===== src/hw/procPkg.sv =====
package procPkg;

   localparam int dataWidth    = 16;
   localparam int regAddrWidth = 3;
   localparam int romDepth     = 256;
   localparam int ramDepth     = 256;
   localparam int romAddrWidth = $clog2(romDepth);
   localparam int ramAddrWidth = $clog2(ramDepth);

   // Opcodes, top five bits of every instruction
   localparam logic [4:0] opHalt = 5'b00000;
   localparam logic [4:0] opNop  = 5'b00001;
   localparam logic [4:0] opJ    = 5'b00100;
   localparam logic [4:0] opAddi = 5'b01000;
   localparam logic [4:0] opBeqz = 5'b01100;
   localparam logic [4:0] opBnez = 5'b01101;
   localparam logic [4:0] opSt   = 5'b10000;
   localparam logic [4:0] opLd   = 5'b10001;
   localparam logic [4:0] opLbi  = 5'b11000;
   localparam logic [4:0] opAlu  = 5'b11011;

   // R-format function field, sub is rs minus rt
   localparam logic [1:0] funcAdd = 2'b00;
   localparam logic [1:0] funcSub = 2'b01;
   localparam logic [1:0] funcAnd = 2'b10;
   localparam logic [1:0] funcXor = 2'b11;

   // Writeback data select
   localparam logic [1:0] wbAlu = 2'b00;
   localparam logic [1:0] wbMem = 2'b01;
   localparam logic [1:0] wbImm = 2'b10;

   typedef union packed {
      struct packed {
         logic [4:0] opcode;
         logic [2:0] rs;
         logic [2:0] rt;
         logic [2:0] rd;
         logic [1:0] func;
      } rFormat;
      struct packed {
         logic [4:0]        opcode;
         logic [2:0]        rs;
         logic [2:0]        rd;
         logic signed [4:0] imm;
      } iFormat;
      struct packed {
         logic [4:0]        opcode;
         logic [2:0]        rs;
         logic signed [7:0] imm;
      } lFormat;
      struct packed {
         logic [4:0]         opcode;
         logic signed [10:0] disp;
      } jFormat;
   } instrT;

endpackage


===== src/hw/execute.sv =====
`timescale 1ns/1ps
`default_nettype none
module execute import procPkg::*; (
   input  logic                    clk,
   input  logic                    reset,
   input  logic                    validX,
   input  logic [4:0]              opX,
   input  logic [1:0]              funcX,
   input  logic [regAddrWidth-1:0] rsX,
   input  logic [regAddrWidth-1:0] rtX,
   input  logic [regAddrWidth-1:0] rdX,
   input  logic                    regWrtX,
   input  logic [1:0]              wbSelX,
   input  logic                    memWrtX,
   input  logic                    memRdX,
   input  logic [dataWidth-1:0]    inAX,
   input  logic [dataWidth-1:0]    inBX,
   input  logic [dataWidth-1:0]    immX,
   input  logic [dataWidth-1:0]    pcIncX,
   input  logic [dataWidth-1:0]    fwdDataM,
   input  logic                    regWrtW,
   input  logic [regAddrWidth-1:0] wrtRegW,
   input  logic [dataWidth-1:0]    wbDataW,
   output logic                    redirect,
   output logic [dataWidth-1:0]    redirectPc,
   output logic                    validM,
   output logic [dataWidth-1:0]    aluOutM,
   output logic [dataWidth-1:0]    storeDataM,
   output logic [dataWidth-1:0]    immM,
   output logic                    regWrtM,
   output logic [regAddrWidth-1:0] wrtRegM,
   output logic [1:0]              wbSelM,
   output logic                    memWrtM,
   output logic                    memRdM,
   output logic                    haltM
);

   logic [dataWidth-1:0] opA;
   logic [dataWidth-1:0] opB;
   logic [dataWidth-1:0] aluB;
   logic [dataWidth-1:0] aluOut;
   logic                 taken;

   // Memory stage is younger than writeback, so it is checked first
   always_comb begin
      if (regWrtM && wrtRegM == rsX && wbSelM != wbMem) begin
         opA = fwdDataM;
      end else if (regWrtW && wrtRegW == rsX) begin
         opA = wbDataW;
      end else begin
         opA = inAX;
      end
      if (regWrtM && wrtRegM == rtX && wbSelM != wbMem) begin
         opB = fwdDataM;
      end else if (regWrtW && wrtRegW == rtX) begin
         opB = wbDataW;
      end else begin
         opB = inBX;
      end
   end

   assign aluB = (opX == opAlu) ? opB : immX;

   always_comb begin
      aluOut = opA + aluB;
      if (opX == opAlu) begin
         case (funcX)
            funcSub: aluOut = opA - aluB;
            funcAnd: aluOut = opA & aluB;
            funcXor: aluOut = opA ^ aluB;
            default: aluOut = opA + aluB;
         endcase
      end
   end

   always_comb begin
      case (opX)
         opBeqz:  taken = (opA == '0);
         opBnez:  taken = (opA != '0);
         opJ:     taken = 1'b1;
         default: taken = 1'b0;
      endcase
   end

   assign redirect   = validX && taken;
   assign redirectPc = pcIncX + immX;

   always_ff @(posedge clk) begin
      if (reset) begin
         validM  <= 1'b0;
         regWrtM <= 1'b0;
         memWrtM <= 1'b0;
         memRdM  <= 1'b0;
         haltM   <= 1'b0;
      end else begin
         validM  <= validX;
         regWrtM <= regWrtX;
         memWrtM <= memWrtX;
         memRdM  <= memRdX;
         haltM   <= validX && opX == opHalt;
      end
   end

   always_ff @(posedge clk) begin
      aluOutM    <= aluOut;
      storeDataM <= opB;
      immM       <= immX;
      wrtRegM    <= rdX;
      wbSelM     <= wbSelX;
   end

   // A taken branch must also squash the decode slot behind it
   redirectFlushes: assert property (
      @(posedge clk) disable iff (reset)
      redirect |=> !validX
   ) else $error("execute: instruction issued behind a taken branch");

endmodule
`default_nettype wire


===== config.mk =====
export PLATFORM = sky130hd
export DESIGN_NAME = execute
export DESIGN_NICKNAME = d
export VERILOG_FILES = /design/src/hw/procPkg.sv /design/src/hw/execute.sv
export SDC_FILE = /design/constraint.sdc
export NUM_CORES = 1
export LEC_CHECK = 0
export BUFFER_PORTS_ARGS = -buffer_cell sky130_fd_sc_hd__buf_4
export CORE_UTILIZATION = 45
export CTS_CLUSTER_DIAMETER = 200
export DETAILED_ROUTE_END_ITERATION = 6
export GPL_ROUTABILITY_DRIVEN = 0
export PLACE_DENSITY = 0.78
export SYNTH_ARGS = -nofsm -noshare
export SYNTH_HDL_FRONTEND = slang
export SYNTH_SLANG_ARGS = --single-unit
export TNS_END_PERCENT = 20

===== constraint.sdc =====
create_clock -name clk -period 8.95 [get_ports clk]
set_input_delay 0.895 -clock clk [delete_from_list [all_inputs] [get_ports clk]]
set_output_delay 0.895 -clock clk [all_outputs]
set_load 0.02 [all_outputs]

# After elaboration in Yosys (flattened, before gate mapping)
# Index checks and enable logic that the tools add are counted.
[totals] ff_bits=58 inputBits=124 out_inout_bits=75 word_cells=46
[op_classes] n_addsub=3 eq_ne=12 n_mux=8 n_bitwise=2 reduce_logical=11
[ops] cell="two-way mux 16 bit" n=6
[ops] cell="case mux 16 bit (3 select lines)" n=1
[ops] cell="adder 16 bit" n=2
[ops] cell="bitwise AND 16 bit" n=1
[ops] cell="zero test 16 bit" n=1
[ops] cell="nonzero test 16 bit" n=1
[ops] cell="subtractor 16 bit" n=1
[ops] cell="XOR 16 bit" n=1
[ops] cell="== test 3 bit" n=4
[ops] cell="== test 5 x 4 -> 1 bit, second input constant" n=2
[ops] cell="logical AND 1 bit" n=8
[ops] cell="== test 5 x 3 -> 1 bit, second input constant" n=1
[ops] cell="== test 5 bit, second input constant" n=1
[ops] cell="zero test 5 bit" n=1
[ops] cell="== test 2 bit, second input constant" n=2
[ops] cell="case mux 1 bit (3 select lines)" n=1
[ops] cell="== test 2 x 1 -> 1 bit, second input constant" n=1
[ops] cell="inequality test 2 x 1 -> 1 bit, second input constant" n=1

# Longest topological paths before layout
# Gate-level depths: netlist of run 1.
[depth] depth_word=8 mapped_depth=20 ltp_nobuf=19

# Worst setup path before layout of run 1
# OpenSTA, ideal clock, no wires.
[synth_path] path_type="input -> register" startpoint="in rtX[2]" endpoint="reg aluOutM[14]" setup_ns=0.124 arrival_ns=4.292 required_time_ns=8.826 slack_ns=4.534 stages=20 n_path_buf=2 cell_sequence="xor2_1 or4_1 clkbuf_1 clkbuf_1 mux2i_1 o21ai_0 nand2_1 nand2_1 ha_1 ha_1 a21o_1 a21oi_1 o21bai_1 a21oi_1 o31ai_2 a21oi_1 o21ai_2 a31oi_1 o311a_1 o2bb2ai_1"
[synth_via] elab_chain_cells=8 elab_cells_between_ends=14 cone_classes="add/sub: 2; eq/ne: 2; mux: 5; bitwise: 2; reduce/logical: 3"
[synth_rtl] element="from (decl)" line="execute.sv:10" rtl="input logic [regAddrWidth-1:0] rtX,"
[synth_rtl] element="== test 3 bit (on tied branches)" line="execute.sv:55, execute.sv:53"
[synth_rtl] element="logical AND 1 bit (on tied branches)" line="execute.sv:55, execute.sv:53"
[synth_rtl] element="two-way mux 16 bit or logical AND 1 bit (tied branches)" line="execute.sv:55, execute.sv:53"
[synth_rtl] element="two-way mux 16 bit (*)" line="execute.sv:53" rtl="if (regWrtM && wrtRegM == rtX && wbSelM != wbMem) begin"
[synth_rtl] element="net opB[0]" line="execute.sv:39" rtl="logic [dataWidth-1:0] opB;"
[synth_rtl] element="two-way mux 16 bit (*)" line="execute.sv:62" rtl="assign aluB = (opX == opAlu) ? opB : immX;"
[synth_rtl] element="adder 16 bit or subtractor 16 bit (tied branches)" line="execute.sv:65, execute.sv:71, execute.sv:68"
[synth_rtl] element="case mux 16 bit (3 select lines)" line="execute.sv:67" rtl="case (funcX)"
[synth_rtl] element="two-way mux 16 bit (*)" line="execute.sv:66" rtl="if (opX == opAlu) begin"
[synth_rtl] element="net aluOut[14]" line="execute.sv:41" rtl="logic [dataWidth-1:0] aluOut;"
[synth_rtl] element="to (signal assigned)" line="execute.sv:105" rtl="aluOutM <= aluOut;"
[synth_rtl] element="to (decl)" line="execute.sv:27" rtl="output logic [dataWidth-1:0] aluOutM,"
# The timed path passes the listed nets; every way through them passes the cells marked *.
# A chain may end at the register's enable or synchronous reset.

# Worst setup path after layout of run 1
[layout_path] startpoint="in rtX[2]" endpoint="reg aluOutM[15]"
# The elaborated chain is that of the path after synthesis.

==> flow_summary.yaml, run 1 <==
floorplanning:
  die-area_um2: 11300
  initial_utilization_pct: 47.0
  num_rows: 37
  pin_count: 199
  die_height_um: 106
  coreArea_um2: 10400
  die_w_um: 106
clock_tree:
  cts_root_buf: "clkbuf_8"
  cts_buffer_depth: 2
  cts_sinks: 58
  post_cts_resized: 0
  clk_latency_ns: 0.35
  numCtsBuffers: 9
  holdBufCountCts: 0
  htreeDepth: 3
  post-cts-setup-buffers: 0
  clk_pin_slew_ns: 0.07
  cts_tree: "done"
global_routing:
  grt_pass1_wl_um: 26400
  grt_max_degree: 33
  grt_overflow: 0
  grt_pass1_vias: 5396
  track_usage_pct: 29.6
  antenna_found_initial: 0
place:
  dpl.hpwl_um: 13100
  port_buffers: 198
  dpl_worst_slack_ns: 3.87
timing:
  timing.final.crit_share_pct: 55.0
  final.setup_skew_ns: 0.00794
  finalHoldViolations: 0
  setup_tns_ns: 0
  worst_slew_pin_slew_ns: 1.05
  rsz0062_at_grt: "false"
  finalSetupViolations: 0
  timing.fmax_mhz: 203
  maxSlewHeadroom_pct: 29.5
  drv_slew: 0
  timing.hold.ws_ns: 0.642
  period_minus_slack_ns: 4.93
  fin_ws_ns: 4.02
logic_synthesis:
  ys_types: 71
  syn_inst: 634
  synth-main-ff-cell: "dfxtp_1"
  synth_seq_area_share_pct: 23.7
  synth_area_um2: 4890
  synth_top_cell_area_share_pct: 23.7
  synth_largest_area_cell: "dfxtp_1"
  synth_edf_count: 0
  syn_area_per_cell_um2: 7.71
  syn-num-nets: 806
  synth_async_sr_flop_share_pct: 0
  synth_seq_cells: 58
  ys_top_cells_by_area: "dfxtp_1, ha_1, mux2i_1, nand2_1, o21ai_0"
  yosysWarnings: 0
critical_path:
  slowest_stage: "or4_1"
  worstPathArrival_ns: 5.13
  crit_fanout: 15
  cp.required_ns: 9.15
  critPathKind: "in2reg"
  crit_chain: "buf_4 -> xor2_1 -> or4_1 -> mux2i_1 -> o21ai_0 -> nand2_1 -> nand2_1 -> ha_1 -> nand2b_1 -> a21oi_1 -> o21ba_2 -> or2_2 -> o21ba_2 -> o211ai_1 -> a21oi_1 -> o211ai_1 -> mux2i_1 -> a221oi_1"
  cp-start-kind: "primary input"
  cp-end-kind: "flop"
  critPathMaxStageDelay_ns: 0.93
power_and_ir_drop:
  intPower_mw: 0.652
  switching_share_pct: 37.0
  p_switching_mw: 0.383
  ir_drop_mv: 0.0946
  power_frac_clock_pct: 26.1
  seq_power_share_pct: 29.2
  combPwrFrac_pct: 44.7
  p_leak_nw: 3.34
  powerDensity_nw_per_um2: 155
layout:
  layout_common_cells: "buf_4, nand2_1, dfxtp_1"
  nets: 989
  fill_cells: 876
  multiInputGateArea_um2: 3440
  layout_commonest_cell: "buf_4"
  diodes: 0
  drive_gt1_share_pct: 28.6
  ff_latch_area_um2: 1160
  area_growth_pct: 36.5
route:
  firstDrtPassIters: 5
  drc_errors: 0
  drtIter0Drc: 306
  wl_met2_um: 7720
  vias: 5418
  wire_per_inst_um: 17.2
  viasPerCell: 5.66
  met3WireLength_um: 1490
  drt_wl_total_um: 16500
  highest_layer: "met4"
  m1WireLength_um: 6700
  antenna_left: 0
job:
  drv_cap: 0
worst_hold_path:
  hp-class: "in2reg"
status:
  status: "completed"
## power by group through the flow
| stage | Combinational (mW) | Clock, mW | Sequential [mW] |
|---|---|---|---|
| 2_1_floorplan | 0.236 | 0 | 0.349 |
| 3_3_place_gp | 0.445 | 0 | 0.308 |
| 3_5_place_dp | 0.454 | 0 | 0.308 |
| 4_1_cts | 0.457 | 0.274 | 0.302 |
| 5_1_grt | 0.498 | 0.283 | 0.305 |
| 6_report | 0.462 | 0.271 | 0.302 |
## per-stage QoR
| stage | power [mW] | area (µm²) | utilization (%) | instances |
|---|---|---|---|---|
| 6_report | 1.03 | 6680 | 64.1 | 958 |
| 5_1_grt | 1.09 | 6680 | 64.1 | 958 |
| 4_1_cts | 1.03 | 6680 | 64.1 | 958 |
| 3_5_place_dp | 0.761 | 6460 | 62.1 | 942 |
| 3_3_place_gp | 0.752 | 6460 | 62.1 | 942 |
| 2_1_floorplan | 0.585 | 4890 | - | 634 |
## path summary, 6_finish.rpt
| path | startpoint | endpoint | depth (start not counted) | slack [ns] |
|---|---|---|---|---|
| hold / removal | rdX[2] | wrtRegM[2] | 1 | 0.64 |
| setup reg to reg | wrtRegM[1] | aluOutM[15] | 17 | 4.39 |
| hold reg to reg | regWrtM | storeDataM[1] | 3 | 0.70 |
| setup / recovery | rtX[2] | aluOutM[15] | 18 | 4.02 |
## cell usage after synthesis (all sizes together) (5+ instances only)
library cell  count
a21o              7
nor4              5
nand2            97
nand3             9
o21bai            6
a21oi            39
a31oi             5
a22oi             8
nor3              8
nor2             40
clkbuf           24
xnor2            20
nand4             6
inv              49
o211ai            5
nor2b             8
dfxtp            58
o31ai             6
xor2             15
ha               47
o21a              5
o21ai            55
mux2i            37
## registers in the layout (all words and copies together) (netlist names)
signal	cells
aluOutM	16
storeDataM	16
memWrtM	1
regWrtM	1
wbSelM	2
memRdM	1
immM	16
haltM	1
validM	1
wrtRegM	3
## final cells by class
cell class	instances	area share, %
Sequential cell	58	17.4
Clock inverter	5	1.18
Tap cell	136	2.55
Inverter	50	2.81
Multi-Input combinational cell	498	51.6
Timing Repair Buffer	200	22.5
Clock buffer	11	1.97
## routing by layer
| metal | up-vias | global-route usage (%) |
|---|---|---|
| met5 | - | 0 |
| met3 | 45 | 6.81 |
| met2 | 302 | 48.4 |
| met4 | 0 | 15.1 |
| met1 | 2461 | 36.3 |
| li1 | 2610 | - |
## worst max-delay path: cells and delay by family
kind | cells | cell delay, ns
AO/OA/AOI/OAI | 8 | 1.35
XOR/XNOR | 1 | 0.17
adder cells (fa/ha/maj) | 1 | 0.43
buffers and inverters | 1 | 0.12
multiplexers | 2 | 0.59
AND/OR/NAND/NOR | 5 | 1.57
## kinds of logic after synthesis
family | Yosys count | share of synthesized area [%]
and+or+nand+nor | 195 | 18.2
AOI/OAI and AO/OA | 178 | 24.4
buffers and inverters | 78 | 6.01
DFF | 58 | 23.7
adders and majority gates | 50 | 12.9
muxes | 40 | 8.42
xor gates and xnor gates | 35 | 6.27
(Power assumes the default switching activity.)
==> inputs of run 2 (changes only) <==
- ABC_AREA: unset -> 1
- PLACE_DENSITY: 0.78 -> 0.8
- clock period: 8.95 -> 4.3 ns (I/O delays scaled with it)
==> run 2 against run 1 <==
Against the previous run:
- combinational power is 120% higher
- wire length up 6.0%
- die area increased by 8.8%
- global-route usage down 0.87 points
- hold slack got worse by 0.46 ns
- synthesized cell count is 29% higher
- clock power grew to 2.6 times the previous value
- non-clock buffer count stayed put
- critical path type is now reg2reg
- clock-buffer cell count is 1 lower
- largest cell class unchanged
- worst setup slack worse by 3.4 ns
- register-to-register slack worse by 3.7 ns
==> flow_summary.yaml, run 2 <==
clock_tree:
  cts_sinks: 58
  clk_pin_slew_ns: 0.06
  post_cts_resized: 0
  numCtsBuffers: 9
  cts_root_buf: "clkbuf_16"
  holdBufCountCts: 0
  clk_latency_ns: 0.34
  htreeDepth: 3
  post-cts-setup-buffers: 0
  cts_tree: "done"
  cts_buffer_depth: 2
route:
  vias: 6149
  wire_per_inst_um: 15.2
  antenna_left: 0
  viasPerCell: 5.33
  drtIter0Drc: 543
  drc_errors: 0
  firstDrtPassIters: 7
  drt_wl_total_um: 17500
logic_synthesis:
  synth_top_cell_area_share_pct: 21.8
  synth-main-ff-cell: "dfxtp_1"
  syn_inst: 821
  ys_top_cells_by_area: "dfxtp_1, nand2_1, ha_1, inv_1, a21oi_1"
  synth_seq_cells: 58
  synth_seq_area_share_pct: 21.8
  synth_edf_count: 0
  syn-num-nets: 993
  ys_types: 48
  synth_most_common_cell: "nand2_1"
  synth_async_sr_flop_share_pct: 0
  synth_largest_area_cell: "dfxtp_1"
  yosysWarnings: 0
  synthTopCellsByCount: "nand2_1, inv_1, nor2_1, a21oi_1, dfxtp_1"
  synth_area_um2: 5330
  syn_area_per_cell_um2: 6.49
floorplanning:
  initial_utilization_pct: 46.5
  num_rows: 39
  die-area_um2: 12300
  pin_count: 199
  die_w_um: 111
  coreArea_um2: 11500
  die_height_um: 111
critical_path:
  worstRegToRegCells: 20
  crit_fanout: 32
  critPathKind: "reg2reg"
  critPathMaxStageDelay_ns: 0.48
  cp_top_family: "compound AO/OA/AOI/OAI gates"
  cp.required_ns: 4.56
  cp-end-kind: "flop"
  crit_buf_inv: 3
  r2r_slack_ns: 0.67
  crit_chain: "xor2_1 -> nor2_1 -> nand2_2 -> o21ai_0 -> o22ai_1 -> nand2_1 -> o21ai_0 -> ha_1 -> inv_1 -> a21oi_1 -> inv_1 -> a21oi_1 -> inv_1 -> a21oi_1 -> nand2_1 -> nand2_1 -> nand2_1 -> a21boi_1 -> o21ai_0 -> a21oi_1"
  crit_end: "aluOutM[14]"
  worstPathArrival_ns: 3.90
  regToRegStartpoint: "wrtRegM[2]"
  cp.depth: 20
  cp-start-kind: "flop"
  crit_path_start: "wrtRegM[2]"
  slowest_stage: "ha_1"
  r2r-end: "aluOutM[14]"
timing:
  worst_slew_pin_slew_ns: 1.25
  period_minus_slack_ns: 3.63
  timing.final.crit_share_pct: 84.5
  maxSlewHeadroom_pct: 16.2
  fin_ws_ns: 0.668
  setup_tns_ns: 0
  timing.fmax_mhz: 275
  rsz0062_at_grt: "false"
  finalSetupViolations: 0
  finalHoldViolations: 0
  final.setup_skew_ns: 0.00910
  drv_slew: 0
global_routing:
  grt_pass1_vias: 5640
  grt_overflow: 0
  grt_max_degree: 34
  track_usage_pct: 28.7
  grt_pass1_wl_um: 28200
  antenna_found_initial: 0
power_and_ir_drop:
  p_leak_nw: 3.81
  power_frac_clock_pct: 29.9
  combPwrFrac_pct: 43.4
  ir_drop_mv: 0.317
  powerDensity_nw_per_um2: 326
  seq_power_share_pct: 26.7
  p_switching_mw: 0.919
  intPower_mw: 1.42
  switching_share_pct: 39.3
place:
  numPlacedInstances: 1137
  dpl.hpwl_um: 14100
  port_buffers: 198
  place_area_um2: 6880
  dpl_worst_slack_ns: 0.549
layout:
  stdcell_count: 1153
  layout_common_cells: "buf_4, nand2_1, inv_1"
  top_regs: "aluOutM x16, immM x16, storeDataM x16"
  nets: 1177
  area_growth_pct: 34.4
  layout_commonest_cell: "buf_4"
  drive_gt1_share_pct: 26.4
  diodes: 0
  utilization_pct: 62.5
  finalInstanceArea_um2: 7160
worst_hold_path:
  hp-class: "in2reg"
job:
  drv_cap: 0
status:
  status: "completed"
-- run 2: stage by stage --
step	power [mW]	hold WS, ns
after floorplan	1.26	0.458
after global placement	1.62	0.535
after detailed placement	1.63	0.536
after CTS	2.33	0.178
after global routing	2.48	0.171
final	2.34	0.184
-- run 2: power by group through the flow --
stage / sequential (mW) / clock, mW / combinational [mW]
after floorplan: 0.721 / 0 / 0.539
final: 0.624 / 0.699 / 1.02
after CTS: 0.624 / 0.708 / 1.00
after detailed placement: 0.635 / 0 / 0.995
after global placement: 0.634 / 0 / 0.986
after global routing: 0.631 / 0.739 / 1.11
-- run 2: kinds of logic (layout without fill, tap and decap cells) --
group | after synthesis | in the layout | share of synthesized area, %
and+or+nand+nor | 349 | 349 | 30.6
DFF | 58 | 58 | 21.8
AOI/OAI and AO/OA | 192 | 192 | 21.3
buffers and inverters | 153 | 342 | 11.4
adders and majority gates | 48 | 48 | 11.4
xor gates and xnor gates | 21 | 21 | 3.45
-- run 2: final cells by class --
cell class              instances  area [µm²]
fillers                      1067        4300
clock buffers                  10         239
flip-flops and latches         58        1160
well taps                     143         179
inverters                     126         475
multi-input cells             610        3560
repair buffers                200        1500
clock inverters                 6        48.8
-- run 2: how the worst min path moves through the flow --
stage / from / endpoint / cells after the start
6_report: rdX[1] / wrtRegM[1] / 1
5_1_grt: wbSelX[1] / wbSelM[1] / 1
4_1_cts: wbSelX[1] / wbSelM[1] / 1
3_5_place_dp: wbSelX[1] / wbSelM[1] / 1
3_3_place_gp: rdX[0] / wrtRegM[0] / 1
2_1_floorplan: immX[0] / immM[0] / 0
-- run 2: routing by layer --
metal	share of wire, %	track usage, %	vias to the layer above
met3	11	7.60	39
met4	2.5	12.2	0
met2	46	46.3	313
met5	0	0	-
met1	41	36.1	2717
li1	-	-	3080
